[config.mk]
export PLATFORM = sky130hd
export DESIGN_NAME = ysyx_regfile
export DESIGN_NICKNAME = d
export VERILOG_FILES = /design/src/ysyx_regfile.sv
export SDC_FILE = /design/constraint.sdc
export NUM_CORES = 2
export LEC_CHECK = 0
export ABC_AREA = 1
export ABC_CLOCK_PERIOD_IN_PS = 3600
export BUFFER_PORTS_ARGS = -buffer_cell sky130_fd_sc_hd__buf_2
export CAP_MARGIN = 20
export CORE_MARGIN = 2
export CORE_UTILIZATION = 40
export DETAILED_ROUTE_END_ITERATION = 8
export GPL_TIMING_DRIVEN = 1
export HOLD_SLACK_MARGIN = 0.12
export SLEW_MARGIN = 20
export SYNTH_ARGS = -nofsm -noshare
export SYNTH_HDL_FRONTEND = slang
export SYNTH_SLANG_ARGS = --single-unit
[constraint.sdc]
create_clock -name i_clk -period 3.6 [get_ports i_clk]
set_input_delay 0.18 -clock i_clk [delete_from_list [all_inputs] [get_ports i_clk]]
set_output_delay 0.18 -clock i_clk [all_outputs]
set_load 0.02 [all_outputs]
[src/ysyx_regfile.sv]
// 32 x 64 register file, two combinational reads, one write, x0 fixed at zero
`timescale 1ns/1ps

module ysyx_regfile (
  input  logic        i_clk,
  input  logic        i_rst,
  input  logic        i_we,
  input  logic [4:0]  i_waddr,
  input  logic [63:0] i_wdata,
  input  logic [4:0]  i_raddr_a,
  input  logic [4:0]  i_raddr_b,
  output logic [63:0] o_rdata_a,
  output logic [63:0] o_rdata_b
);

  logic [63:0] regs [32];

  always_ff @(posedge i_clk) begin
    if (i_rst) begin
      for (int k = 0; k < 32; k++) begin
        regs[k] <= '0;
      end
    end else if (i_we && i_waddr != 5'd0) begin // x0 never written
      regs[i_waddr] <= i_wdata;
    end
  end

  assign o_rdata_a = regs[i_raddr_a];
  assign o_rdata_b = regs[i_raddr_b];

endmodule
# [Word-level counts from Yosys, hierarchy flattened]
# Memories as Yosys holds them, arrays and structs flattened.
# Cells that the tools add are included.
[totals] word_cells=12 latch_bits=0 rom_bits=0 ram_bits=2048 regBits=0 memories=1 out_inout_bits=128
[op_classes] n_reduce_logical=3 bitwise_logic=0 div=0 n_eq_ne=0 n_shift=0 mul=0 n_lt_le_gt_ge=0 addsub=0 n_mux=8
[memory_table] name="regs" words=32 width=64 read_ports=2 rd_ports_with_merged_regs=0 write_ports=32 line_no="16" text="logic [63:0] regs [32];"
[op_table] cell="64-bit two-way mux" n=1
[op_table] cell="64-bit OR reduction" n=1
[op_table] cell="1-bit two-way mux" n=6
[op_table] cell="5-bit two-way mux" n=1
[op_table] cell="5-bit nonzero test" n=1
[op_table] cell="1-bit logical AND" n=1

# [Logic depth before layout (Yosys ltp)]
[logic_depth] word_depth=7 ltp_mapped=12 depth_no_buf=9

# [Worst setup path after synthesis]
# Ideal clock, no wire load.
[synth_path] path_kind="input -> register" startpoint="in i_waddr[4]" endpoint="mem regs[31][0] (enable)" arrival_ns=2.373 required_time_ns=3.176 path_slack_ns=0.804 path_stages=6 cell_sequence="inv_1 > nor3_1 > nand2_1 > buf_2 > buf_6 > nand2_1"
[synth_rtl] element="from (decl)" line_no="8" text="input logic [4:0] i_waddr,"
[synth_rtl] element="to (decl)" line_no="16"

# [Final worst setup path]
[layout_path] startpoint="in i_raddr_a[0]" endpoint="out o_rdata_a[60]"
[layout_between] elab_chain_cells=1
[layout_rtl] element="from (decl)" line_no="10" text="input logic [4:0] i_raddr_a,"
[layout_rtl] element="memory read 32 x 64 bit"
[layout_rtl] element="to (decl)" line_no="12" text="output logic [63:0] o_rdata_a,"
# Every way passes these cells.

==> impl_results.html <==
<table>
<tr><th>Metric</th><th>Value</th></tr>
<tr><th colspan="2">Run</th></tr>
<tr><td>Max-cap check violation count</td><td>0</td></tr>
<tr><th colspan="2">Critical path</th></tr>
<tr><td>Crit path launch type</td><td>primary input</td></tr>
<tr><td>Signal arrival time at the worst endpoint</td><td>2.66 ns</td></tr>
<tr><td>Cell-by-cell listing of the critical path</td><td>buf_8 -&gt; inv_8 -&gt; buf_4 -&gt; nand2_1 -&gt; nand3_1 -&gt; nand3_1 -&gt; nand3_1 -&gt; nand3_1 -&gt; nand2_1 -&gt; buf_2</td></tr>
<tr><td>Critical Path Max Stage Delay</td><td>0.58 ns</td></tr>
<tr><td>Critical path's most frequent cell</td><td>sky130_fd_sc_hd__nand3_1</td></tr>
<tr><td>Crit-path leading delay family</td><td>buffers and inverters</td></tr>
<tr><td>Cell with the largest stage delay on the worst path</td><td>sky130_fd_sc_hd__inv_8</td></tr>
<tr><td>Worst path buffer plus inverter count</td><td>4</td></tr>
<tr><td>Data required time of the worst path</td><td>3.42 ns</td></tr>
<tr><td>Critical path class</td><td>primary input to output pin</td></tr>
<tr><td>Kind of end point of the critical path</td><td>output pin</td></tr>
<tr><td>Critical-path maximum fanout</td><td>72</td></tr>
<tr><th colspan="2">Synth</th></tr>
<tr><td>Library cells used by synthesis</td><td>15</td></tr>
<tr><td>Per-instance average area after synthesis</td><td>8.09 sq um</td></tr>
<tr><td>Part of the Yosys area used for sequential elements</td><td>0.553</td></tr>
<tr><td>Top-count cell post-synth</td><td>sky130_fd_sc_hd__nand2_1</td></tr>
<tr><td>Number of warnings printed during yosys synthesis</td><td>0</td></tr>
<tr><td>FFs w/ async S/R, synth</td><td>0</td></tr>
<tr><td>Post-synthesis sequential element count</td><td>2,048</td></tr>
<tr><td>Syn Inst Count</td><td>13,700</td></tr>
<tr><td>Leading register cell type out of synthesis</td><td>sky130_fd_sc_hd__edfxtp_1</td></tr>
<tr><td>Post-synth top cells</td><td>4,670 x sky130_fd_sc_hd__nand2_1, 3,649 x sky130_fd_sc_hd__nand3_1, 2,048 x sky130_fd_sc_hd__edfxtp_1</td></tr>
<tr><td>Share of the synthesized area in the top cell type</td><td>0.553</td></tr>
<tr><td>Number of enable-type register cells in the synthesized netlist</td><td>2,048</td></tr>
<tr><td>Ranking of synthesized cells by area</td><td>sky130_fd_sc_hd__edfxtp_1 55%, sky130_fd_sc_hd__nand3_1 16%, sky130_fd_sc_hd__nand2_1 16%, sky130_fd_sc_hd__nor2_1 6.7%, sky130_fd_sc_hd__buf_2 3.3%</td></tr>
<tr><td>Summed instance area of the synthesized netlist</td><td>0.111 sq mm</td></tr>
<tr><td>Cell taking the most area after synthesis</td><td>sky130_fd_sc_hd__edfxtp_1</td></tr>
<tr><th colspan="2">CTS</th></tr>
<tr><td>CTS tree</td><td>built</td></tr>
<tr><td>Setup Fix Bufs, Post-CTS</td><td>0</td></tr>
<tr><td>H-tree level count</td><td>4</td></tr>
<tr><td>CTS clock-pin slew for the worst setup and hold paths</td><td>0.06 ns</td></tr>
<tr><td>Post-cts gate resize count</td><td>0</td></tr>
<tr><td>Clock sinks</td><td>2,048</td></tr>
<tr><td>Clk Tree Root Cell</td><td>sky130_fd_sc_hd__clkbuf_16</td></tr>
<tr><td># hold bufs at CTS</td><td>50</td></tr>
<tr><td>Number of buffers created by CTS</td><td>233</td></tr>
<tr><td>Max Root-Sink Buffers</td><td>4</td></tr>
<tr><th colspan="2">Timing</th></tr>
<tr><td>Final number of hold-violating endpoints</td><td>0</td></tr>
<tr><td>Minimum period implied by the final worst setup slack</td><td>2.84 ns</td></tr>
<tr><td>Setup repair after global routing missed its margin</td><td>no</td></tr>
<tr><td>Worst-case setup margin in the final layout</td><td>0.761 ns</td></tr>
<tr><td>Setup TNS</td><td>0 ns</td></tr>
<tr><td>Portion of the clock cycle consumed by the worst path in the final layout</td><td>0.789</td></tr>
<tr><td>Slew at the pin closest to its max-slew limit</td><td>1.15 ns</td></tr>
<tr><td>Maximum operating frequency</td><td>352 MHz</td></tr>
<tr><td>Number of setup violations in the final report</td><td>0</td></tr>
<tr><td>Worst hold-check slack</td><td>0.125 ns</td></tr>
<tr><td>Relative slew slack</td><td>0.232</td></tr>
<tr><td>Number of max-slew violations in the final report</td><td>0</td></tr>
<tr><th colspan="2">Floorplanning</th></tr>
<tr><td>Std cell rows</td><td>193</td></tr>
<tr><td>Die area</td><td>0.282 sq mm</td></tr>
<tr><td>Die span in y</td><td>531 um</td></tr>
<tr><td>Top Ports</td><td>210</td></tr>
<tr><td>Initial Util</td><td>0.402</td></tr>
<tr><td>Die boundary width</td><td>531 um</td></tr>
<tr><td>Standard cell core area</td><td>0.276 sq mm</td></tr>
<tr><th colspan="2">Detailed routing</th></tr>
<tr><td>Total iterations of the first detailed-routing run</td><td>7</td></tr>
<tr><td>Iteration-0 DRC count of the detailed router</td><td>17,500</td></tr>
<tr><td>WL per Instance</td><td>27.1 um</td></tr>
<tr><td>Via Count</td><td>103,000</td></tr>
<tr><td>Wirelength, routed</td><td>467,000 um</td></tr>
<tr><td>Remaining antenna violation count after routing</td><td>0</td></tr>
<tr><td>Via-to-Cell Ratio</td><td>6.00</td></tr>
<tr><td>Residual DRC</td><td>0</td></tr>
<tr><th colspan="2">Outcome</th></tr>
<tr><td>Run status</td><td>completed</td></tr>
<tr><th colspan="2">Worst hold path</th></tr>
<tr><td>Hold Crit Depth</td><td>3</td></tr>
<tr><td>Hold WC Path Type</td><td>primary input to flop</td></tr>
<tr><td>Hold Startpoint</td><td>i_wdata[52]</td></tr>
<tr><td>Capture endpoint of the worst hold path</td><td>regs[22][52]</td></tr>
<tr><th colspan="2">Layout</th></tr>
<tr><td>Flip-flop count of the largest register, all copies and words added</td><td>2,048</td></tr>
<tr><td>Fraction of layout instances using a drive strength above 1</td><td>0.0682</td></tr>
<tr><td>Final nets</td><td>13,400</td></tr>
<tr><td>Post-layout instance area</td><td>0.124 sq mm</td></tr>
<tr><td>Register bank with the most flops</td><td>regs</td></tr>
<tr><td>Relative area change from synthesis to final layout</td><td>11.4%</td></tr>
<tr><td>Area of combinational cells with multiple inputs</td><td>0.0440 sq mm</td></tr>
<tr><td>Regs by FF count</td><td>regs x2048</td></tr>
<tr><td>Storage cell area</td><td>0.0615 sq mm</td></tr>
<tr><td>Fillers</td><td>26,600</td></tr>
<tr><th colspan="2">Power</th></tr>
<tr><td>Total power per unit cell area</td><td>481 mW/mm^2</td></tr>
<tr><td>Peak ir drop on the vdd network</td><td>0.416 mV</td></tr>
<tr><td>Leakage component of the power</td><td>0.0504 uW</td></tr>
<tr><th colspan="2">Placement</th></tr>
<tr><td>Placed Instance Area</td><td>0.116 sq mm</td></tr>
<tr><td>Post-placement setup slack</td><td>0.760 ns</td></tr>
<tr><td>Post-DP HPWL</td><td>237,000 um</td></tr>
<tr><td>PortBufs</td><td>209</td></tr>
<tr><td>Weighted congestion at the end of routability-driven global placement</td><td>0.849</td></tr>
<tr><th colspan="2">Global routing</th></tr>
<tr><td>Maximum number of pins on one net before global-route repair</td><td>164</td></tr>
<tr><td>Gr ovfl total</td><td>0</td></tr>
<tr><td>Via count of the first global-routing pass</td><td>96,400</td></tr>
<tr><td>Wire length of the first global-routing pass</td><td>669,000 um</td></tr>
<tr><td>All-Layer GR Usage</td><td>0.323</td></tr>
<tr><td>Antenna violations before repair</td><td>12</td></tr>
</table>
-- routing by layer --
| layer | vias to the layer above | global-route usage | wire length (um) |
|---|---|---|---|
| met4 | 0 | 0.149 | 24000 |
| met2 | 7839 | 0.500 | 206000 |
| met5 | - | 0 | 0 |
| met3 | 1462 | 0.0656 | 62300 |
| met1 | 49000 | 0.434 | 175000 |
| li1 | 45100 | - | - |
-- cell usage in the layout (no fill, tap or decap), types with 4 or more instances in the layout --
cell type / count
sky130_fd_sc_hd__buf_8: 17
sky130_fd_sc_hd__nand2_4: 62
sky130_fd_sc_hd__nor2_1: 1985
sky130_fd_sc_hd__clkinvlp_4: 4
sky130_fd_sc_hd__edfxtp_1: 2048
sky130_fd_sc_hd__nand3_1: 3649
sky130_fd_sc_hd__inv_16: 4
sky130_fd_sc_hd__clkbuf_1: 49
sky130_fd_sc_hd__inv_8: 9
sky130_fd_sc_hd__clkinv_1: 77
sky130_fd_sc_hd__inv_2: 9
sky130_fd_sc_hd__inv_1: 58
sky130_fd_sc_hd__buf_16: 5
sky130_fd_sc_hd__dlygate4sd3_1: 54
sky130_fd_sc_hd__nand4_1: 4
sky130_fd_sc_hd__clkinv_2: 41
sky130_fd_sc_hd__nor3_1: 7
sky130_fd_sc_hd__buf_12: 152
sky130_fd_sc_hd__bufinv_16: 13
sky130_fd_sc_hd__clkbuf_16: 234
sky130_fd_sc_hd__buf_2: 198
sky130_fd_sc_hd__buf_4: 164
sky130_fd_sc_hd__nand2_1: 4608
sky130_fd_sc_hd__conb_1: 64
-- how the worst max path moves through the flow --
stage                 start             to  slack (ns)  cells past startpoint
6_report       i_raddr_a[0]  o_rdata_a[60]        0.76                     10
5_1_grt        i_raddr_a[0]  o_rdata_a[60]        0.71                     10
4_1_cts        i_raddr_a[0]  o_rdata_a[60]        0.89                     10
3_5_place_dp     i_waddr[3]   regs[28][47]        0.76                      9
3_3_place_gp     i_waddr[2]   regs[28][52]        0.78                      9
2_1_floorplan    i_waddr[4]    regs[31][0]        0.80                      6
-- stage by stage --
stage,util,instances,total power (uW)
6_report,0.448,17200,59500
5_1_grt,0.448,17200,61100
4_1_cts,0.447,17200,59300
3_5_place_dp,0.420,16700,36600
3_3_place_gp,0.419,16700,36600
2_1_floorplan,-,13800,33400
-- area by class of cell --
cell class | count | share of cell area
diodes | 3 | 0.0000606
clock buffers | 283 | 0.0488
flip-flops and latches | 2048 | 0.497
clock inverters | 136 | 0.00838
multi-input cells | 10400 | 0.355
inverters | 86 | 0.00317
repair buffers | 593 | 0.0503
well taps | 3705 | 0.0374
-- cell families after synthesis --
| group | share of synthesized area |
|---|---|
| buffers and inverters | 0.0573 |
| DFF | 0.553 |
| other | 0.0000337 |
| and+or+nand+nor | 0.389 |
-- report_power, final --
| group | switching [uW] | internal (uW) |
|---|---|---|
| combinational | 6040 | 2190 |
| clock | 10300 | 12800 |
| sequential | 694 | 27600 |
Power figures use the tool's default switching activity.
