### src/ysyx_pkg.sv
// opcodes, ALU/branch/memory-op/operand-source codes and the instruction format union
package ysyx_pkg;

  // major opcodes
  localparam logic [6:0] OP_LUI    = 7'b0110111;
  localparam logic [6:0] OP_AUIPC  = 7'b0010111;
  localparam logic [6:0] OP_JAL    = 7'b1101111;
  localparam logic [6:0] OP_JALR   = 7'b1100111;
  localparam logic [6:0] OP_BRANCH = 7'b1100011;
  localparam logic [6:0] OP_LOAD   = 7'b0000011;
  localparam logic [6:0] OP_STORE  = 7'b0100011;
  localparam logic [6:0] OP_IMM    = 7'b0010011;
  localparam logic [6:0] OP_IMM32  = 7'b0011011;
  localparam logic [6:0] OP_REG    = 7'b0110011;
  localparam logic [6:0] OP_REG32  = 7'b0111011;
  localparam logic [6:0] OP_SYSTEM = 7'b1110011;

  // ALU control
  localparam logic [4:0] ALU_ADD     = 5'b00000;
  localparam logic [4:0] ALU_SUB     = 5'b00001;
  localparam logic [4:0] ALU_SLT     = 5'b00010; // also signed branch compare
  localparam logic [4:0] ALU_SLTU    = 5'b00011; // also unsigned branch compare
  localparam logic [4:0] ALU_XOR     = 5'b00100;
  localparam logic [4:0] ALU_AND     = 5'b00101;
  localparam logic [4:0] ALU_OR      = 5'b00110;
  localparam logic [4:0] ALU_SLL     = 5'b00111;
  localparam logic [4:0] ALU_SRL     = 5'b01000;
  localparam logic [4:0] ALU_SRA     = 5'b01001;
  localparam logic [4:0] ALU_MUL     = 5'b01010;
  localparam logic [4:0] ALU_DIV     = 5'b01011;
  localparam logic [4:0] ALU_DIVU    = 5'b01100;
  localparam logic [4:0] ALU_REM     = 5'b01101;
  localparam logic [4:0] ALU_REMU    = 5'b01110;
  localparam logic [4:0] ALU_COPYB   = 5'b01111;
  localparam logic [4:0] ALU_CSR     = 5'b10000;
  localparam logic [4:0] ALU_EBREAK  = 5'b11110;
  localparam logic [4:0] ALU_INVALID = 5'b11111;

  // branch codes, LT/GE take signedness from the ALU compare
  localparam logic [2:0] BR_NONE = 3'b000;
  localparam logic [2:0] BR_JAL  = 3'b001;
  localparam logic [2:0] BR_JALR = 3'b010;
  localparam logic [2:0] BR_EQ   = 3'b100;
  localparam logic [2:0] BR_NE   = 3'b101;
  localparam logic [2:0] BR_LT   = 3'b110;
  localparam logic [2:0] BR_GE   = 3'b111;

  // memory access size and sign
  localparam logic [2:0] MEM_B    = 3'b000;
  localparam logic [2:0] MEM_BU   = 3'b001;
  localparam logic [2:0] MEM_H    = 3'b010;
  localparam logic [2:0] MEM_HU   = 3'b011;
  localparam logic [2:0] MEM_W    = 3'b100;
  localparam logic [2:0] MEM_WU   = 3'b101;
  localparam logic [2:0] MEM_D    = 3'b110;
  localparam logic [2:0] MEM_NONE = 3'b111;

  // ALU operand B source
  localparam logic [1:0] BSRC_RS2  = 2'b00;
  localparam logic [1:0] BSRC_IMM  = 2'b01;
  localparam logic [1:0] BSRC_FOUR = 2'b10;

  typedef union packed {
    struct packed {
      logic [6:0] funct7;
      logic [4:0] rs2;
      logic [4:0] rs1;
      logic [2:0] funct3;
      logic [4:0] rd;
      logic [6:0] opcode;
    } r;
    struct packed {
      logic [11:0] imm;
      logic [4:0]  rs1;
      logic [2:0]  funct3;
      logic [4:0]  rd;
      logic [6:0]  opcode;
    } i;
    struct packed {
      logic [6:0] imm_hi;
      logic [4:0] rs2;
      logic [4:0] rs1;
      logic [2:0] funct3;
      logic [4:0] imm_lo;
      logic [6:0] opcode;
    } s;
    struct packed {
      logic       imm12;
      logic [5:0] imm10_5;
      logic [4:0] rs2;
      logic [4:0] rs1;
      logic [2:0] funct3;
      logic [3:0] imm4_1;
      logic       imm11;
      logic [6:0] opcode;
    } b;
    struct packed {
      logic [19:0] imm;
      logic [4:0]  rd;
      logic [6:0]  opcode;
    } u;
    struct packed {
      logic       imm20;
      logic [9:0] imm10_1;
      logic       imm11;
      logic [7:0] imm19_12;
      logic [4:0] rd;
      logic [6:0] opcode;
    } j;
  } inst_u;

endpackage

### src/ysyx_bru.sv
// next-PC selection for jumps and conditional branches
`timescale 1ns/1ps

module ysyx_bru (
  input  logic [63:0] i_pc,
  input  logic [63:0] i_imm,
  input  logic [63:0] i_rs1,
  input  logic [2:0]  i_branch,
  input  logic        i_zero,
  input  logic        i_less,
  output logic [63:0] o_next_pc
);
  import ysyx_pkg::*;

  logic        taken;
  logic [63:0] jalr_tgt;

  always_comb begin
    case (i_branch)
      BR_JAL:  taken = 1'b1;
      BR_EQ:   taken = i_zero;
      BR_NE:   taken = !i_zero;
      BR_LT:   taken = i_less;
      BR_GE:   taken = !i_less;
      default: taken = 1'b0;
    endcase
  end

  assign jalr_tgt  = i_rs1 + i_imm;
  assign o_next_pc = (i_branch == BR_JALR) ? {jalr_tgt[63:1], 1'b0} :
                     taken ? i_pc + i_imm : i_pc + 64'd4;

endmodule

### config.mk
export PLATFORM = sky130hd
export DESIGN_NAME = ysyx_bru
export DESIGN_NICKNAME = d
export VERILOG_FILES = /design/src/ysyx_pkg.sv /design/src/ysyx_bru.sv
export SDC_FILE = /design/constraint.sdc
export NUM_CORES = 1
export LEC_CHECK = 0
export BUFFER_PORTS_ARGS = -buffer_cell sky130_fd_sc_hd__buf_2
export CAP_MARGIN = 20
export CORE_MARGIN = 2
export CORE_UTILIZATION = 51
export DETAILED_ROUTE_END_ITERATION = 10
export PLACE_DENSITY = 0.83
export SETUP_SLACK_MARGIN = 0.05
export SYNTH_ARGS = -nofsm -noshare
export SYNTH_HDL_FRONTEND = slang
export SYNTH_SLANG_ARGS = --single-unit
### constraint.sdc
create_clock -name vclk -period 3.42
set_clock_uncertainty 0.1 [all_clocks]
set_input_delay 0.342 -clock vclk [all_inputs]
set_output_delay 0.342 -clock vclk [all_outputs]
set_load 0.1 [all_outputs]
==> out/metrics.yaml, run 1 <==
grt-ovfl-total: 25
synth_seq_area_share_pct: 0
grt_pass1_vias: 20211
dpl-instance-area_sq_um: 15500
grt_util_all_layers_pct: 72.6
placed_cells_incl_taps: 2288
postCtsHoldBufs: 0
rows: 50
syn_inst: 1487
die_y_microns: 142
synth_fp_nets: 1812
status: "did not finish"
die_x_microns: 142
place.gp.congestion: 1.05
start_util_pct: 51.9
lastStage: "global routing"
syn-cell-area_sq_um: 9710
grt_pass1_wl_microns: 114000
synth.avg_cell_area_sq_um: 6.53
ys_warn_count: 0
ys_types: 74
port_buffers: 261
error: "[ERROR GRT-0116] Global routing finished with congestion. Check the congestion regions in the DRC Viewer."
grt_max_degree: 63
ios: 261
dp_hpwl_microns: 38900
-- per-layer routing --
layer / overflow / GRT usage (%)
met4: 12 / 70.8
met3: 1 / 55.1
met5: 0 / 16.5
met1: 1 / 73.4
met2: 11 / 91.4
-- Yosys cell counts, types with 4 or more instances --
| cell | count | area (sq um) |
|---|---|---|
| xnor2_1 | 91 | 797 |
| buf_1 | 8 | 30.0 |
| o21bai_1 | 31 | 233 |
| or3_1 | 11 | 68.8 |
| a21oi_1 | 173 | 866 |
| nand2_1 | 156 | 586 |
| o221ai_1 | 5 | 43.8 |
| nand4_1 | 55 | 344 |
| o21ai_0 | 71 | 355 |
| and2_1 | 9 | 56.3 |
| nor3_1 | 27 | 135 |
| a31oi_1 | 23 | 144 |
| o31ai_1 | 6 | 45.0 |
| nor2_1 | 100 | 375 |
| o211ai_1 | 34 | 255 |
| ha_1 | 126 | 1580 |
| a221oi_1 | 4 | 35.0 |
| mux2i_1 | 9 | 90.1 |
| o21ai_1 | 46 | 230 |
| a21o_1 | 89 | 668 |
| and4_1 | 12 | 105 |
| o31a_1 | 4 | 35.0 |
| nor2b_1 | 13 | 81.3 |
| nand3_1 | 40 | 200 |
| xor2_1 | 73 | 639 |
| nand2b_1 | 7 | 43.8 |
| and3_1 | 27 | 169 |
| o21a_1 | 10 | 75.1 |
| inv_1 | 35 | 131 |
| o22ai_1 | 8 | 50.1 |
| clkbuf_1 | 67 | 251 |
| a211oi_1 | 35 | 263 |
| nor3b_1 | 6 | 45.0 |
| nor4_1 | 14 | 87.6 |
-- cells by family after synthesis --
| kind of cell | Yosys count | share of synthesized area, % |
|---|---|---|
| compound gates | 577 | 37.9 |
| xor+xnor | 164 | 14.8 |
| fa+ha+maj | 128 | 16.6 |
| buf+inv | 114 | 4.47 |
| mux | 9 | 0.927 |
| simple gates | 495 | 25.3 |
-- timing repair --
action / in CTS
endpoints found under the setup margin: 47
pin swaps: 117
resized for setup: 205
buffers inserted: 50
-- per-stage QoR --
stage,hold slack (ps),setup WS [ps]
after global placement,1110,-488
after floorplan,850,-1700
after CTS,1120,-459
after detailed placement,1130,-651
==> run 2: changes to the inputs <==
Settings changed: CORE_UTILIZATION 51 to 40, PLACE_DENSITY 0.83 to unset, PLACE_DENSITY_LB_ADDON set to 0.15, SETUP_SLACK_MARGIN 0.05 to unset.
Clock period 3.42 ns to 4.4 ns, I/O delays scaled along.
==> run 2 against run 1 <==
Effect of this change:
- synthesized cell count did not move
- synthesized area did not move
- the run now ends clean
==> out/metrics.yaml, run 2 <==
tightestPinTransition_ps: 679
synth_seq_area_share_pct: 0  # unchanged
wl_microns: 38100
worst_slack_ps: 174
slew-limit-headroom_pct: 54.7
dp_slack_ps: 7.22  # was -651 ps
die_y_microns: 160  # was 142 microns
seq_cells: 0
grt-ovfl-total: 0
synth_most_common_cell: "a21oi_1"  # unchanged
top_layer: "met4"
yosys.area.top_type: "ha_1"  # unchanged
vias: 12220
rsz0062_at_grt: "no"
swShare_pct: 66.0
post-cts-setup-buffers: 0  # was 50
final.min_clock_period_ps: 4230
mostFrequentLayoutCell: "buf_2"
multiInputGateArea_sq_um: 9480
finalSetupViolCount: 0
vias_per_cell: 5.92
synth.avg_cell_area_sq_um: 6.53  # unchanged
syn_inst: 1487  # unchanged
synth.area.top_cells: "ha_1 16%, a21oi_1 8.9%, xnor2_1 8.2%"  # unchanged
port_buffers: 261  # unchanged
place.gp.congestion: 0.927  # was 1.05
wl_met1_microns: 18000
hold_viol_final: 0
fillers: 2566
cp-end-kind: "output pin"
p_leak_nw: 5.61
fin_cells: 2063
fmax_mhz: 237
rows: 57  # was 50
grt_max_degree: 63
period_share_pct: 96.1
comb_power_share_pct: 100.0
total_power_mw: 2.75
avgRoutedWirePerCell_microns: 18.5
p_seq_share_pct: 0
dp_hpwl_microns: 32300  # was 38900 microns
ios: 261  # unchanged
placed_cells_incl_taps: 2063  # was 2288
ant_nets: 0
drc: 0
synthToLayoutAreaGrowth_pct: 27.1
wl_met3_microns: 2550
yosys.area.top_type_share_pct: 16.2  # unchanged
status: "finished clean"  # was did not finish
core_sq_um: 24100
worstPathRequired_ps: 3860
setup_tns_ps: 0
hold_class: "input pin to output pin"
hold_ws_ps: 1300
grt_pass1_wl_microns: 59800
synthTopCellsByCount: "173 x a21oi_1, 156 x nand2_1, 126 x ha_1, 100 x nor2_1, 91 x xnor2_1"  # unchanged
cp_max_fo: 4
wl_met2_microns: 17000
worstSetupPathType: "input pin to output pin"
start_util_pct: 40.3  # was 51.9%
seqCellArea_sq_um: 0
cellPowerDensity_nw_per_um2: 223
grt_util_all_layers_pct: 28.2
clockPowerShare_pct: 0
drt_iter0_markers: 975
irDropWorstVdd_v: 0.000172
synth_fp_nets: 1812  # unchanged
ys_types: 74  # unchanged
drive_above_1_share_pct: 21.9
drv_slew: 0
ys_warn_count: 0  # unchanged
die_x_microns: 160  # was 142 microns
antenna_cells: 0
crit_path_start_kind: "input pin"
cp_data_arrival_time_ps: 3690
syn-cell-area_sq_um: 9710  # unchanged
die_area_sq_um: 25500
first_pass_iters: 7
antenna_found_initial: 0
final_nets: 2066
internal_power_mw: 0.934
layout_common_cells: "227 x buf_2, 161 x a21oi_1, 156 x nand2_1"
p_switching_mw: 1.82
n_clock_buffer: 0
grt_pass1_vias: 11458
cap_viol_max_count: 0
[run 2: cell counts after synthesis]
Identical to the previous run, type by type.
[run 2: repair_timing]
action	CTS	global route
pin swaps	0	3
setup endpoints to repair	1	7
hold buffers	0	0
gates resized for setup	1	9
endpoints found under the hold margin	0	0
[run 2: cells by family (layout without fill, tap and decap cells)]
logic type / after synthesis / after routing / share of synthesized area (%)
compound gates: 577 / 577 / 37.9
simple gates: 495 / 495 / 25.3
xor+xnor: 164 / 164 / 14.8
fa+ha+maj: 128 / 128 / 16.6
buf+inv: 114 / 366 / 4.47
mux: 9 / 9 / 0.927
[run 2: power by group through the flow]
stage          clock network, mW  registers, mW  logic [mW]
3_3_place_gp                   0              0        2.70
5_1_grt                        0              0        2.93
3_5_place_dp                   0              0        2.71
4_1_cts                        0              0        2.72
6_report                       0              0        2.75
2_1_floorplan                  0              0        1.90
[run 2: area by class of cell]
cell class	instances	area share (%)
inverters	36	1.09
well taps	324	3.28
repair buffers	330	18.8
multi-input cells	1373	76.8
[run 2: worst max-delay path: stages]
cell and delay [ps]:
buf_2 130, ha_4 170, fa_2 360, a21o_1 170, a21o_1 190, a21o_1 200, a31oi_1 340, o31a_1 240
o21ai_1 180, a21boi_1 360, xor2_1 190, nor2_1 50, a211oi_1 300, a21oi_2 60, buf_2 300
[run 2: path summary, 6_finish.rpt]
path	slack, ps	cells past startpoint	endpoint	from
hold / removal	1300	4	o_next_pc[0]	i_pc[0]
setup / recovery	170	15	o_next_pc[36]	i_imm[0]
[run 2: metal layers]
metal | track usage (%) | up-vias
met5 | 0 | -
met4 | 4.26 | 0
met3 | 2.00 | 32
met2 | 46.9 | 452
met1 | 40.7 | 5636
li1 | - | 6100
[run 2: through the flow]
stage | cell area [sq um] | utilization, %
detailed placement | 12300 | 51.0
global route | 12400 | 51.2
global placement | 12300 | 51.0
floorplan | 9860 | -
finish | 12400 | 51.2
CTS | 12300 | 51.0
Power figures use the tool's default switching activity.
==> run 3: changes to the inputs <==
Settings changed: ABC_AREA set to 1, CELL_PAD_IN_SITES_DETAIL_PLACEMENT set to 1, CELL_PAD_IN_SITES_GLOBAL_PLACEMENT set to 1, CORE_UTILIZATION 40 to 38.
==> run 3 against run 2 <==
Effect of this change:
- final cell count rose by 79%
- first-iteration DRC count rose by 110%
- critical endpoint is now o_next_pc[60]
- design area rose by 28%
- via count rose by 70%
- critical path depth rose by 4
- synthesized cell count rose by 100%
- global-route usage rose by 14 points
- combinational power rose by 9.5%
- non-clock buffer count fell by 62
- total power rose by 9.4%
==> out/metrics.yaml, run 3 <==
cts_resized: 0  # was 1
grt_util_all_layers_pct: 42.5  # was 28.2%
finalSetupViolCount: 0  # unchanged
crit_path_max_incr_delay_ps: 520  # was 360 ps
period_share_pct: 92.4  # was 96.1%
ios: 261  # unchanged
hold_class: "input pin to output pin"  # unchanged
synth.area.top_cells: "nand2_1 33%, inv_1 14%, ha_1 11%"  # was ha_1 16%, a21oi_1 8.9%, xnor2_1 8.2%
hold_ws_ps: 1340  # was 1300 ps
place.gp.congestion: 1.10  # was 0.927
grt_pass1_vias: 20850  # was 11458
grt_pass1_wl_microns: 122000  # was 59800 microns
cp_data_arrival_time_ps: 3520  # was 3690 ps
postCtsHoldBufs: 0  # unchanged
synthToLayoutAreaGrowth_pct: 13.3  # was 27.1%
die_x_microns: 196  # was 160 microns
crit_chain: "buf_2 > ha_1 > fa_1 > nand3_1 > nand3_1 > nand2_1 > nand2_1 > nand2_1 > nand2_1 > nand2_1 > nand2_1 > nand2_1 > nand2_1 > nand2_1 > nand3_1 > nand2_1 > nand2_1 > nand2_1 > buf_2"  # was buf_2 > ha_4 > fa_2 > a21o_1 > a21o_1 > a21o_1 > a31oi_1 > o31a_1 > o21ai_1 > a21boi_1 > xor2_1 > nor2_1 > a211oi_1 > a21oi_2 > buf_2
mostFrequentLayoutCell: "nand2_1"  # was buf_2
antenna_found_initial: 5  # was 0
start_util_pct: 38.3  # was 40.3%
grt_max_degree: 67  # was 63
port_buffers: 261  # unchanged
crit_path_frequent_cell: "nand2_1"  # was a21o_1
rows: 70  # was 57
final_nets: 3556  # was 2066
ys_warn_count: 0  # unchanged
synth_fp_nets: 3312  # was 1812
crit_path_start_kind: "input pin"  # unchanged
die_area_sq_um: 38200  # was 25500 sq um
layout_common_cells: "1207 x nand2_1, 522 x inv_1, 346 x nor2_1"  # was 227 x buf_2, 161 x a21oi_1, 156 x nand2_1
core_sq_um: 36300  # was 24100 sq um
drv_slew: 0  # unchanged
top_layer: "met5"  # was met4
fmax_mhz: 246  # was 237 MHz
yosys.area.top_type: "nand2_1"  # was ha_1
rsz0062_at_grt: "no"  # unchanged
cellPowerDensity_nw_per_um2: 191  # was 223 nW/um^2
setup_tns_ps: 0  # unchanged
synth.avg_cell_area_sq_um: 4.67  # was 6.53 sq um
cap_viol_max_count: 0  # unchanged
n_clock_buffer: 0  # unchanged
yosys.area.top_type_share_pct: 32.5  # was 16.2%
first_pass_iters: 5  # was 7
wl_met1_microns: 36000  # was 18000 microns
irDropWorstVdd_v: 0.000158  # was 0.000172 V
synth_seq_area_share_pct: 0  # unchanged
slew-limit-headroom_pct: 40.5  # was 54.7%
vias: 20784  # was 12220
status: "finished clean"  # unchanged
final.min_clock_period_ps: 4060  # was 4230 ps
wl_met3_microns: 8380  # was 2550 microns
dp_hpwl_microns: 75600  # was 32300 microns
worstPathRequired_ps: 3860  # about the same
avgRoutedWirePerCell_microns: 22.8  # was 18.5 microns
p_leak_nw: 9.28  # was 5.61 nW
grt-ovfl-total: 0  # unchanged
synth_most_common_cell: "nand2_1"  # was a21oi_1
ant_nets: 0  # unchanged
cp_max_fo: 4  # unchanged
total_power_mw: 3.01  # was 2.75 mW
drt_iter0_markers: 2034  # was 975
post-cts-setup-buffers: 0  # unchanged
fillers: 5791  # was 2566
seq_cells: 0  # unchanged
syn-cell-area_sq_um: 13900  # was 9710 sq um
hold_viol_final: 0  # unchanged
cp-end-kind: "output pin"  # unchanged
wl_microns: 84400  # was 38100 microns
drive_above_1_share_pct: 9.97  # was 21.9%
vias_per_cell: 5.62  # was 5.92
ys_types: 45  # was 74
die_y_microns: 196  # was 160 microns
seqCellArea_sq_um: 0  # unchanged
tightestPinTransition_ps: 893  # was 679 ps
slowest_stage: "fa_1"  # was fa_2
wl_met2_microns: 36000  # was 17000 microns
drc: 0  # unchanged
synthTopCellsByCount: "1208 x nand2_1, 522 x inv_1, 346 x nor2_1, 186 x nand3_1, 172 x a21oi_1"  # was 173 x a21oi_1, 156 x nand2_1, 126 x ha_1, 100 x nor2_1, 91 x xnor2_1
syn_inst: 2987  # was 1487
worstSetupPathType: "input pin to output pin"  # unchanged
==> run 3: changes by cell type after synthesis, sizes merged, moves of 24 or more <==
cell | before | now
inv | 36 | 530
o211ai | 34 | 1
nor2 | 100 | 356
xor2 | 73 | 49
nand3 | 41 | 187
a211oi | 37 | 0
nor3 | 27 | 66
a21o | 89 | 2
and3 | 27 | 0
nand2 | 156 | 1214
xnor2 | 91 | 24
clkbuf | 67 | 16
==> run 3: per-layer routing <==
metal	up-vias	track usage, %
met1	9839	56.2
met3	183	7.74
li1	9813	-
met4	4	17.4
met2	945	67.9
met5	-	0
==> run 3: layout make-up <==
type	count	area, sq um	area share [%]
Multi-Input combinational cell	2429	11800	74.9
Inverter	532	2000	12.6
Timing Repair Buffer	268	1370	8.68
Tap cell	468	586	3.71
Antenna cell	4	10.0	0.0634
==> run 3: kinds of logic after synthesis <==
| group | after synthesis | synth area share (%) |
|---|---|---|
| compound gates | 316 | 12.1 |
| xor+xnor | 73 | 4.59 |
| fa+ha+maj | 128 | 11.6 |
| buf+inv | 558 | 15.2 |
| mux | 1 | 0.0718 |
| simple gates | 1911 | 56.5 |
==> run 3: through the flow <==
| stage | setup WS, ps | cell area [sq um] | instances | utilization [%] |
|---|---|---|---|---|
| 2_1_floorplan | 142 | 13900 | 2987 | - |
| 3_3_place_gp | 533 | 15800 | 3697 | 43.4 |
| 3_5_place_dp | 487 | 15800 | 3697 | 43.4 |
| 4_1_cts | 468 | 15800 | 3697 | 43.4 |
| 5_1_grt | 260 | 15800 | 3699 | 43.4 |
| 6_report | 337 | 15800 | 3701 | 43.5 |
==> run 3: worst paths after layout <==
| check | endpoint | cells past startpoint | slack [ps] | from |
|---|---|---|---|---|
| hold / removal | o_next_pc[1] | 4 | 1340 | i_pc[1] |
| setup / recovery | o_next_pc[60] | 19 | 340 | i_pc[0] |
==> run 3: worst max-delay path, delay by kind of cell <==
| kind | cells | cell delay, ps |
|---|---|---|
| AND/OR/NAND/NOR | 15 | 1710 |
| adder cells (fa/ha/maj) | 2 | 820 |
| buffers and inverters | 2 | 540 |
==> run 3: power breakdown <==
group / total (mW) / switching, mW / internal (mW)
registers: 0 / 0 / 0
clock network: 0.0000000955 / 0 / 0.0000000955
logic: 3.01 / 2.32 / 0.691
