<file path="config.mk">
export PLATFORM = sky130hd
export DESIGN_NAME = ysyx_idu
export DESIGN_NICKNAME = d
export VERILOG_FILES = /design/src/ysyx_pkg.sv /design/src/ysyx_idu.sv
export SDC_FILE = /design/constraint.sdc
export NUM_CORES = 1
export LEC_CHECK = 0
export BUFFER_PORTS_ARGS = -buffer_cell sky130_fd_sc_hd__buf_2
export CORE_MARGIN = 8
export CORE_UTILIZATION = 28
export DETAILED_ROUTE_END_ITERATION = 8
export SETUP_SLACK_MARGIN = 0.2
export SLEW_MARGIN = 25
export SYNTH_ARGS = -nofsm -noshare
export SYNTH_HDL_FRONTEND = slang
export SYNTH_SLANG_ARGS = --single-unit
</file>
<file path="constraint.sdc">
create_clock -name vclk -period 1.6
set_input_delay 0.16 -clock vclk [all_inputs]
set_output_delay 0.16 -clock vclk [all_outputs]
set_load 0.01 [all_outputs]
</file>
<file path="src/ysyx_pkg.sv">
// opcodes, ALU/branch/memory-op/operand-source codes and the instruction format union
package ysyx_pkg;

  // major opcodes
  localparam logic [6:0] OP_LUI    = 7'b0110111;
  localparam logic [6:0] OP_AUIPC  = 7'b0010111;
  localparam logic [6:0] OP_JAL    = 7'b1101111;
  localparam logic [6:0] OP_JALR   = 7'b1100111;
  localparam logic [6:0] OP_BRANCH = 7'b1100011;
  localparam logic [6:0] OP_LOAD   = 7'b0000011;
  localparam logic [6:0] OP_STORE  = 7'b0100011;
  localparam logic [6:0] OP_IMM    = 7'b0010011;
  localparam logic [6:0] OP_IMM32  = 7'b0011011;
  localparam logic [6:0] OP_REG    = 7'b0110011;
  localparam logic [6:0] OP_REG32  = 7'b0111011;
  localparam logic [6:0] OP_SYSTEM = 7'b1110011;

  // ALU control
  localparam logic [4:0] ALU_ADD     = 5'b00000;
  localparam logic [4:0] ALU_SUB     = 5'b00001;
  localparam logic [4:0] ALU_SLT     = 5'b00010; // also signed branch compare
  localparam logic [4:0] ALU_SLTU    = 5'b00011; // also unsigned branch compare
  localparam logic [4:0] ALU_XOR     = 5'b00100;
  localparam logic [4:0] ALU_AND     = 5'b00101;
  localparam logic [4:0] ALU_OR      = 5'b00110;
  localparam logic [4:0] ALU_SLL     = 5'b00111;
  localparam logic [4:0] ALU_SRL     = 5'b01000;
  localparam logic [4:0] ALU_SRA     = 5'b01001;
  localparam logic [4:0] ALU_MUL     = 5'b01010;
  localparam logic [4:0] ALU_DIV     = 5'b01011;
  localparam logic [4:0] ALU_DIVU    = 5'b01100;
  localparam logic [4:0] ALU_REM     = 5'b01101;
  localparam logic [4:0] ALU_REMU    = 5'b01110;
  localparam logic [4:0] ALU_COPYB   = 5'b01111;
  localparam logic [4:0] ALU_CSR     = 5'b10000;
  localparam logic [4:0] ALU_EBREAK  = 5'b11110;
  localparam logic [4:0] ALU_INVALID = 5'b11111;

  // branch codes, LT/GE take signedness from the ALU compare
  localparam logic [2:0] BR_NONE = 3'b000;
  localparam logic [2:0] BR_JAL  = 3'b001;
  localparam logic [2:0] BR_JALR = 3'b010;
  localparam logic [2:0] BR_EQ   = 3'b100;
  localparam logic [2:0] BR_NE   = 3'b101;
  localparam logic [2:0] BR_LT   = 3'b110;
  localparam logic [2:0] BR_GE   = 3'b111;

  // memory access size and sign
  localparam logic [2:0] MEM_B    = 3'b000;
  localparam logic [2:0] MEM_BU   = 3'b001;
  localparam logic [2:0] MEM_H    = 3'b010;
  localparam logic [2:0] MEM_HU   = 3'b011;
  localparam logic [2:0] MEM_W    = 3'b100;
  localparam logic [2:0] MEM_WU   = 3'b101;
  localparam logic [2:0] MEM_D    = 3'b110;
  localparam logic [2:0] MEM_NONE = 3'b111;

  // ALU operand B source
  localparam logic [1:0] BSRC_RS2  = 2'b00;
  localparam logic [1:0] BSRC_IMM  = 2'b01;
  localparam logic [1:0] BSRC_FOUR = 2'b10;

  typedef union packed {
    struct packed {
      logic [6:0] funct7;
      logic [4:0] rs2;
      logic [4:0] rs1;
      logic [2:0] funct3;
      logic [4:0] rd;
      logic [6:0] opcode;
    } r;
    struct packed {
      logic [11:0] imm;
      logic [4:0]  rs1;
      logic [2:0]  funct3;
      logic [4:0]  rd;
      logic [6:0]  opcode;
    } i;
    struct packed {
      logic [6:0] imm_hi;
      logic [4:0] rs2;
      logic [4:0] rs1;
      logic [2:0] funct3;
      logic [4:0] imm_lo;
      logic [6:0] opcode;
    } s;
    struct packed {
      logic       imm12;
      logic [5:0] imm10_5;
      logic [4:0] rs2;
      logic [4:0] rs1;
      logic [2:0] funct3;
      logic [3:0] imm4_1;
      logic       imm11;
      logic [6:0] opcode;
    } b;
    struct packed {
      logic [19:0] imm;
      logic [4:0]  rd;
      logic [6:0]  opcode;
    } u;
    struct packed {
      logic       imm20;
      logic [9:0] imm10_1;
      logic       imm11;
      logic [7:0] imm19_12;
      logic [4:0] rd;
      logic [6:0] opcode;
    } j;
  } inst_u;

endpackage

</file>
<file path="src/ysyx_idu.sv">
// instruction decode unit: field extraction, immediate generation, control signals
`timescale 1ns/1ps

module ysyx_idu (
  input  logic [31:0] i_inst,
  output logic [63:0] o_imm,
  output logic [4:0]  o_ra,
  output logic [4:0]  o_rb,
  output logic [4:0]  o_rd,
  output logic [2:0]  o_branch,
  output logic        o_alu_asrc,
  output logic [1:0]  o_alu_bsrc,
  output logic [4:0]  o_alu_ctr,
  output logic        o_word_cut,
  output logic        o_reg_wr,
  output logic        o_mem_to_reg,
  output logic        o_mem_wr,
  output logic [2:0]  o_mem_op
);
  import ysyx_pkg::*;

  inst_u       inst;
  logic [6:0]  opcode;
  logic [2:0]  funct3;
  logic [6:0]  funct7;
  logic [63:0] imm_i;
  logic [63:0] imm_s;
  logic [63:0] imm_b;
  logic [63:0] imm_u;
  logic [63:0] imm_j;
  logic        valid;
  logic        jump;

  assign inst   = i_inst;
  assign opcode = inst.r.opcode;
  assign funct3 = inst.r.funct3;
  assign funct7 = inst.r.funct7;
  assign o_ra   = inst.r.rs1;
  assign o_rb   = inst.r.rs2;
  assign o_rd   = inst.r.rd;

  // sign-extended immediates, one per format view
  assign imm_i = {{52{inst.i.imm[11]}}, inst.i.imm};
  assign imm_s = {{52{inst.s.imm_hi[6]}}, inst.s.imm_hi, inst.s.imm_lo};
  assign imm_b = {{52{inst.b.imm12}}, inst.b.imm11, inst.b.imm10_5, inst.b.imm4_1, 1'b0};
  assign imm_u = {{32{inst.u.imm[19]}}, inst.u.imm, 12'b0};
  assign imm_j = {{44{inst.j.imm20}}, inst.j.imm19_12, inst.j.imm11, inst.j.imm10_1, 1'b0};

  always_comb begin
    o_alu_ctr  = ALU_INVALID;
    o_branch   = BR_NONE;
    o_mem_op   = MEM_NONE;
    o_word_cut = 1'b0;
    o_imm      = imm_i;
    case (opcode)
      OP_LUI: begin
        o_alu_ctr = ALU_COPYB;
        o_imm     = imm_u;
      end
      OP_AUIPC: begin
        o_alu_ctr = ALU_ADD;
        o_imm     = imm_u;
      end
      OP_JAL: begin
        o_alu_ctr = ALU_ADD; // link = pc + 4
        o_branch  = BR_JAL;
        o_imm     = imm_j;
      end
      OP_JALR: begin
        if (funct3 == 3'b000) begin
          o_alu_ctr = ALU_ADD;
          o_branch  = BR_JALR;
        end
      end
      OP_BRANCH: begin
        o_imm = imm_b;
        if (funct3[2:1] != 2'b01) begin
          o_alu_ctr = funct3[1] ? ALU_SLTU : ALU_SLT;
          case ({funct3[2], funct3[0]})
            2'b00:   o_branch = BR_EQ;
            2'b01:   o_branch = BR_NE;
            2'b10:   o_branch = BR_LT;
            default: o_branch = BR_GE;
          endcase
        end
      end
      OP_LOAD: begin
        case (funct3)
          3'b000:  o_mem_op = MEM_B;
          3'b001:  o_mem_op = MEM_H;
          3'b010:  o_mem_op = MEM_W;
          3'b011:  o_mem_op = MEM_D;
          3'b100:  o_mem_op = MEM_BU;
          3'b101:  o_mem_op = MEM_HU;
          3'b110:  o_mem_op = MEM_WU;
          default: o_mem_op = MEM_NONE;
        endcase
        if (o_mem_op != MEM_NONE) o_alu_ctr = ALU_ADD;
      end
      OP_STORE: begin
        o_imm = imm_s;
        if (!funct3[2]) begin
          o_alu_ctr = ALU_ADD;
          case (funct3[1:0])
            2'b00:   o_mem_op = MEM_B;
            2'b01:   o_mem_op = MEM_H;
            2'b10:   o_mem_op = MEM_W;
            default: o_mem_op = MEM_D;
          endcase
        end
      end
      OP_IMM: begin
        case (funct3)
          3'b000: o_alu_ctr = ALU_ADD;
          3'b010: o_alu_ctr = ALU_SLT;
          3'b011: o_alu_ctr = ALU_SLTU;
          3'b100: o_alu_ctr = ALU_XOR;
          3'b110: o_alu_ctr = ALU_OR;
          3'b111: o_alu_ctr = ALU_AND;
          3'b001: if (funct7[6:1] == 6'b000000) o_alu_ctr = ALU_SLL;
          default: begin // 6-bit shamt, funct7[0] is shamt[5]
            if (funct7[6:1] == 6'b000000) o_alu_ctr = ALU_SRL;
            else if (funct7[6:1] == 6'b010000) o_alu_ctr = ALU_SRA;
          end
        endcase
      end
      OP_IMM32: begin
        o_word_cut = 1'b1;
        if (funct3 == 3'b000) o_alu_ctr = ALU_ADD;
        else if ({funct7, funct3} == 10'b0000000_001) o_alu_ctr = ALU_SLL;
        else if ({funct7, funct3} == 10'b0000000_101) o_alu_ctr = ALU_SRL;
        else if ({funct7, funct3} == 10'b0100000_101) o_alu_ctr = ALU_SRA;
      end
      OP_REG, OP_REG32: begin
        o_word_cut = (opcode == OP_REG32);
        case ({funct7, funct3})
          10'b0000000_000: o_alu_ctr = ALU_ADD;
          10'b0100000_000: o_alu_ctr = ALU_SUB;
          10'b0000000_001: o_alu_ctr = ALU_SLL;
          10'b0000000_010: o_alu_ctr = ALU_SLT;
          10'b0000000_011: o_alu_ctr = ALU_SLTU;
          10'b0000000_100: o_alu_ctr = ALU_XOR;
          10'b0000000_101: o_alu_ctr = ALU_SRL;
          10'b0100000_101: o_alu_ctr = ALU_SRA;
          10'b0000000_110: o_alu_ctr = ALU_OR;
          10'b0000000_111: o_alu_ctr = ALU_AND;
          10'b0000001_000: o_alu_ctr = ALU_MUL;
          10'b0000001_100: o_alu_ctr = ALU_DIV;
          10'b0000001_101: o_alu_ctr = ALU_DIVU;
          10'b0000001_110: o_alu_ctr = ALU_REM;
          10'b0000001_111: o_alu_ctr = ALU_REMU;
          default:         o_alu_ctr = ALU_INVALID;
        endcase
        // no slt/sltu/logic ops in the word form
        if (o_word_cut && funct7 == 7'b0 && funct3 inside {3'b010, 3'b011, 3'b100, 3'b110, 3'b111})
          o_alu_ctr = ALU_INVALID;
      end
      OP_SYSTEM: begin
        if (funct3 == 3'b000 && inst.i.imm == 12'h001) o_alu_ctr = ALU_EBREAK;
        else if (funct3 == 3'b001) o_alu_ctr = ALU_CSR; // csrrw
      end
      default: o_alu_ctr = ALU_INVALID;
    endcase
  end

  assign valid        = (o_alu_ctr != ALU_INVALID);
  assign jump         = valid && (opcode == OP_JAL || opcode == OP_JALR);
  assign o_reg_wr     = valid && opcode != OP_BRANCH && opcode != OP_STORE;
  assign o_mem_to_reg = valid && opcode == OP_LOAD;
  assign o_mem_wr     = valid && opcode == OP_STORE;
  assign o_alu_asrc   = jump || (valid && opcode == OP_AUIPC); // pc as operand a
  assign o_alu_bsrc   = jump ? BSRC_FOUR :
                        (opcode inside {OP_BRANCH, OP_REG, OP_REG32}) ? BSRC_RS2 : BSRC_IMM;

endmodule

</file>
Word-level counts from Yosys, hierarchy flattened
Cells that the tools add are included.
{"block": "word_totals", "register_bits": 0, "latchBits": 0, "ram_bits": 0, "romBits": 0, "wordCells": 97, "mem_count": 0}
{"block": "classes", "addsub": 0, "n_mul": 0, "n_div": 0, "n_lt_le_gt_ge": 0, "eq_ne": 44, "shifts": 0, "n_mux": 31, "n_bitwise": 0, "reduce_logical": 22}
{"cell": "31-bit case mux with 4 select lines", "n": 1}
{"cell": "5-bit case mux with 15 select lines", "n": 1}
{"cell": "5-bit two-way mux", "n": 12}
{"cell": "10-bit by 4-bit == test with 1-bit output (second input constant)", "n": 5}
{"cell": "5-bit case mux with 10 select lines", "n": 1}
{"cell": "10-bit by 3-bit == test with 1-bit output (second input constant)", "n": 4}
{"cell": "5-bit case mux with 7 select lines", "n": 1}
{"cell": "7-bit by 6-bit == test with 1-bit output (second input constant)", "n": 4}
{"cell": "7-bit == test (second input constant)", "n": 4}
{"cell": "7-bit by 5-bit == test with 1-bit output (second input constant)", "n": 3}
{"cell": "3-bit case mux with 7 select lines", "n": 1}
{"cell": "10-bit by 2-bit == test with 1-bit output (second input constant)", "n": 2}
{"cell": "10-bit by 9-bit == test with 1-bit output (second input constant)", "n": 2}
{"cell": "3-bit case mux with 3 select lines", "n": 2}
{"cell": "12-bit by 1-bit == test with 1-bit output (second input constant)", "n": 1}
{"cell": "3-bit == test (second input constant)", "n": 4}
{"cell": "10-bit by 1-bit == test with 1-bit output (second input constant)", "n": 1}
{"cell": "10-bit logical NOT", "n": 1}
{"cell": "1-bit logical AND", "n": 9}
{"cell": "3-bit two-way mux", "n": 3}
{"cell": "4-bit two-way mux", "n": 2}
{"cell": "7-bit by 2-bit == test with 1-bit output (second input constant)", "n": 1}
{"cell": "7-bit logical NOT", "n": 1}
{"cell": "7-bit by 6-bit != test with 1-bit output (second input constant)", "n": 1}
{"cell": "21 further kinds", "n": 30}

Longest topological paths before layout
{"block": "logic_depth", "depth_word": 9, "mapped_depth": 11}

Worst setup path before layout
Ideal clock, no wire load.
{"block": "synth_path", "path_type": "input to output", "from": "input i_inst[13]", "to": "output o_alu_bsrc[0]", "arrival_ns": 1.733, "required_time_ns": 1.440, "setup_slack_ns": -0.293, "cell_stages": 8, "cell_sequence": "buf_2 > nor3b_1 > and3_1 > o22ai_1 > nand4b_1 > and2_4 > buf_6 > o211a_1"}
{"block": "synth_between", "elab_chain_cells": 9, "elab_cells_between_ends": 47}
{"item": "start, declared", "line_no": "ysyx_idu.sv:5", "text": "input logic [31:0] i_inst,"}
{"item": "3-bit == test (tied with other cells)", "line_no": "ysyx_idu.sv:88, ysyx_idu.sv:113, ysyx_idu.sv:155"}
{"item": "3-bit case mux with 7 select lines", "line_no": "ysyx_idu.sv:88", "text": "case (funct3)"}
{"item": "3-bit two-way mux", "line_no": "ysyx_idu.sv:55", "text": "case (opcode)"}
{"item": "3-bit != test", "line_no": "ysyx_idu.sv:98", "text": "if (o_mem_op != MEM_NONE) o_alu_ctr = ALU_ADD;"}
{"item": "5-bit two-way mux", "line_no": "ysyx_idu.sv:98"}
{"item": "5-bit case mux with 10 select lines *", "line_no": "ysyx_idu.sv:55"}
{"item": "net o_alu_ctr[0]", "line_no": "ysyx_idu.sv:13", "text": "output logic [4:0] o_alu_ctr,"}
{"item": "5-bit != test *", "line_no": "ysyx_idu.sv:166", "text": "assign valid = (o_alu_ctr != ALU_INVALID);"}
{"item": "1-bit logical AND *", "line_no": "ysyx_idu.sv:167", "text": "assign jump = valid && (opcode == OP_JAL || opcode == OP_JALR);"}
{"item": "2-bit two-way mux *", "line_no": "ysyx_idu.sv:172", "text": "assign o_alu_bsrc = jump ? BSRC_FOUR :"}
{"item": "end, declared", "line_no": "ysyx_idu.sv:12", "text": "output logic [1:0] o_alu_bsrc,"}
The timed path passes the listed nets; every way through them passes the cells marked *. The select of a mux whose other input is x is not followed.

Worst setup path after layout
{"block": "layout_path", "from": "input i_inst[1]", "to": "output o_alu_bsrc[0]"}
{"block": "layout_between", "elab_chain_cells": 8, "elab_cells_between_ends": 24}
{"item": "7-bit by 6-bit == test with 1-bit output", "line_no": "ysyx_idu.sv:55, ysyx_idu.sv:135, ysyx_idu.sv:173"}
{"item": "1-bit logical AND (2 in series)", "line_no": "ysyx_idu.sv:155", "text": "if (o_word_cut && funct7 == 7'b0 && funct3 inside {3'b010, 3'b011, 3'b100, 3'b110, 3'b111})"}
{"item": "5-bit two-way mux", "line_no": "ysyx_idu.sv:155"}
{"item": "5-bit case mux with 10 select lines", "line_no": "ysyx_idu.sv:55"}
{"item": "5-bit != test", "line_no": "ysyx_idu.sv:166"}
{"item": "1-bit logical AND", "line_no": "ysyx_idu.sv:167"}
{"item": "2-bit two-way mux *", "line_no": "ysyx_idu.sv:172"}
Mark *: on every way between the ends. The rest lies on a longest branch, timed or not.

==> metrics.cfg <==
[hold_path]
worstHoldPathType=input port to output pin
hold_start=i_inst[11]
hold-path-endpoint=o_rd[4]
worstHoldPathCells=2

[timing]
period_share_pct=123.8
slew_violations=0
setup_viol=43
finalCriticalPeriod_ns=1.981
hold_viol_final=0
finalSetupTns_ns=-5.266
tightest_slew_ns=0.3749
fin_ws_ns=-0.3806
rsz0062_at_grt=true
max_slew_margin_pct=74.80
fmax_ghz=0.5049

[layout]
drive_above_1_share_pct=71.53
final_util_pct=58.02
num-fill-cells=504
stdcell_area_mm2=0.003176
finalNonFillerCells=476
syn2layout_area_growth_pct=101.0
seq_cells=0
nClkBuffers=0
register_area_um2=0
finalNetCount=438
num_antenna_cells=0

[critical_path]
endpoint_kind=output pin
slowest_delay_ns=0.34
path_class=input port to output pin
crit_chain=buf_8, and3b_2, nand2_4, nor3_4, buf_6, nor4_4, nand4b_1, and2_4, o211a_1, buf_2
crit_slowest_cell=nor4_4
critical_path.max_fanout=6
arrival_ns=1.82
crit_required_ns=1.44
start_kind=input port

[power]
swShare_pct=50.34
comb_power_share_pct=100.0
sequentialPowerShare_pct=0
ir_drop_v=0.0001333
cellLeakagePower_nw=1.616
p_switching_mw=0.3559
clkPwrFrac_pct=0
power_density_mw_per_mm2=222.7
finalPower_mw=0.7071
internal-power_mw=0.3512

[detailed_routing]
drtIter0Drc=181
routed_wl_mm=7.833
drt_first_pass_iters=4
wire_per_inst_um=16.46
viasPerCell=4.985
vias=2373
drc=0
postRouteAntennaNets=0

[synthesis]
syn-num-nets=274
yosysUniqueCellTypes=52
synthesis.area_mm2=0.001580
syn_inst=242
synth_area_per_cell_um2=6.530
seq_area_frac_synth_pct=0
yosys_warnings=0

[grt]
grt_max_degree=38
grt_pass1_vias=2415
grt_overflow_total=0
antenna_found_initial=0
grt_usage_pct=16.79
grt_pass1_wl_mm=12.12

[floorplanning]
die_h_um=91.13
dieArea_mm2=0.008304
rows=27
start_util_pct=28.88
pin_count=129
core_area_mm2=0.005473
die_w_um=91.13

[placement]
gp_congestion=0.9358
dp_cells=446
dp_hpwl_mm=5.722
placed_area_mm2=0.002439
port_buffers=129

[flow_run]
max_cap_violations=0

[run_status]
outcome=finished, violations left
violations=setup timing

==> how the worst max path moves through the flow <==
stage                from            end  slack, ns  depth (start not counted)
3_3_place_gp   i_inst[13]  o_alu_bsrc[0]      -0.34                          9
4_1_cts        i_inst[13]  o_alu_bsrc[0]      -0.32                         10
6_report        i_inst[1]  o_alu_bsrc[0]      -0.38                         10
5_1_grt         i_inst[4]  o_alu_bsrc[0]      -0.44                         10
3_5_place_dp   i_inst[13]  o_alu_bsrc[0]      -0.36                          9
2_1_floorplan  i_inst[31]  o_alu_bsrc[0]      -0.25                          8
==> layout by cell type, fill, tap and decap left out, types with 2 or more instances in the layout <==
cell      instances
o211ai_1          2
a22o_1            4
nand4_1           3
nor2_1           14
and2_4            4
nand2_1          19
buf_6            35
a211o_1           2
nor2b_1           8
nand2_2           4
a21oi_1           6
nand3_1           4
o21ai_0           5
buf_4            69
buf_8             5
buf_12            6
a31o_2            2
nor4_2            2
nand2_4           2
and3_1            2
o21ai_1           5
a21oi_2           2
nor3_2            3
inv_1             2
a31oi_1           4
nor3_1            3
nor3_4            3
nor2_4            6
nor2b_4           2
buf_2           110
o211a_1           2
nand4b_1          4
nor3b_2           3
nor4_4            2
buf_16            2
a21o_1           12
nor2_2            3
and3_4            2
o21ai_2           9
==> metrics by stage <==
step | setup WS, ns | hold WS, ns
floorplan | -0.2487 | 0.4118
global placement | -0.3364 | 0.5206
detailed placement | -0.3614 | 0.5243
CTS | -0.3179 | 0.5309
global route | -0.4426 | 0.5424
finish | -0.3806 | 0.5286
==> kinds of logic after synthesis <==
kind of cell / Yosys count / share of synthesized area [%]
AND/OR/NAND/NOR: 101 / 38.24
adder cells (fa/ha/maj): 1 / 0.7125
buffers and inverters: 71 / 31.12
AO/OA/AOI/OAI: 69 / 29.93
==> power groups by stage <==
stage | logic (mW) | registers (mW) | clock network, mW
global placement | 0.572 | 0 | 0
global route | 0.758 | 0 | 0
CTS | 0.655 | 0 | 0
finish | 0.707 | 0 | 0
floorplan | 0.346 | 0 | 0
detailed placement | 0.576 | 0 | 0
==> critical path: cells and delay by family <==
family	cells	cell delay, ns
compound gates	1	0.22
simple gates	6	1.08
buf+inv	3	0.35
==> synthesized netlist by cell type (3+ instances only) <==
cell type | count | share of area, %
nand2_1 | 23 | 5.5
nor3b_1 | 4 | 1.9
nor2b_1 | 10 | 4.0
buf_4 | 49 | 23
o21ai_0 | 19 | 6.0
and2_1 | 3 | 1.2
nor3_1 | 6 | 1.9
nand4_1 | 3 | 1.2
nor3_2 | 3 | 1.9
and3_1 | 4 | 1.6
buf_2 | 4 | 1.3
nand4b_1 | 4 | 2.2
inv_1 | 3 | 0.71
a22o_1 | 4 | 2.2
a21oi_1 | 8 | 2.5
nor2_1 | 22 | 5.2
a21o_1 | 12 | 5.7
nand3_1 | 5 | 1.6
a31oi_1 | 4 | 1.6
clkbuf_1 | 9 | 2.1
buf_6 | 4 | 2.9
==> layout make-up <==
type / instances / area (um2) / area share (%)
Timing Repair Buffer: 227 / 1713 / 53.94
Multi-Input combinational cell: 173 / 1355 / 42.67
Tap cell: 72 / 90.09 / 2.837
Inverter: 4 / 17.52 / 0.5516
==> timing repair <==
action / in CTS / in global routing
endpoints found under the setup margin: 44 / 47
cloned: 5 / 0
hold buffers: 0 / 0
pin swaps: 27 / 13
buffers inserted: 19 / 6
resized for setup: 77 / 45
==> routing by layer <==
layer  vias to the layer above  share of wire (%)  track usage [%]
met5                         -                  0                0
met4                         0               0.40            2.319
met3                         5                7.4            3.621
met2                        94                 52            30.59
met1                      1123                 41            19.92
li1                       1151                  -                -
No activity file was read; power rests on OpenSTA's default activity.
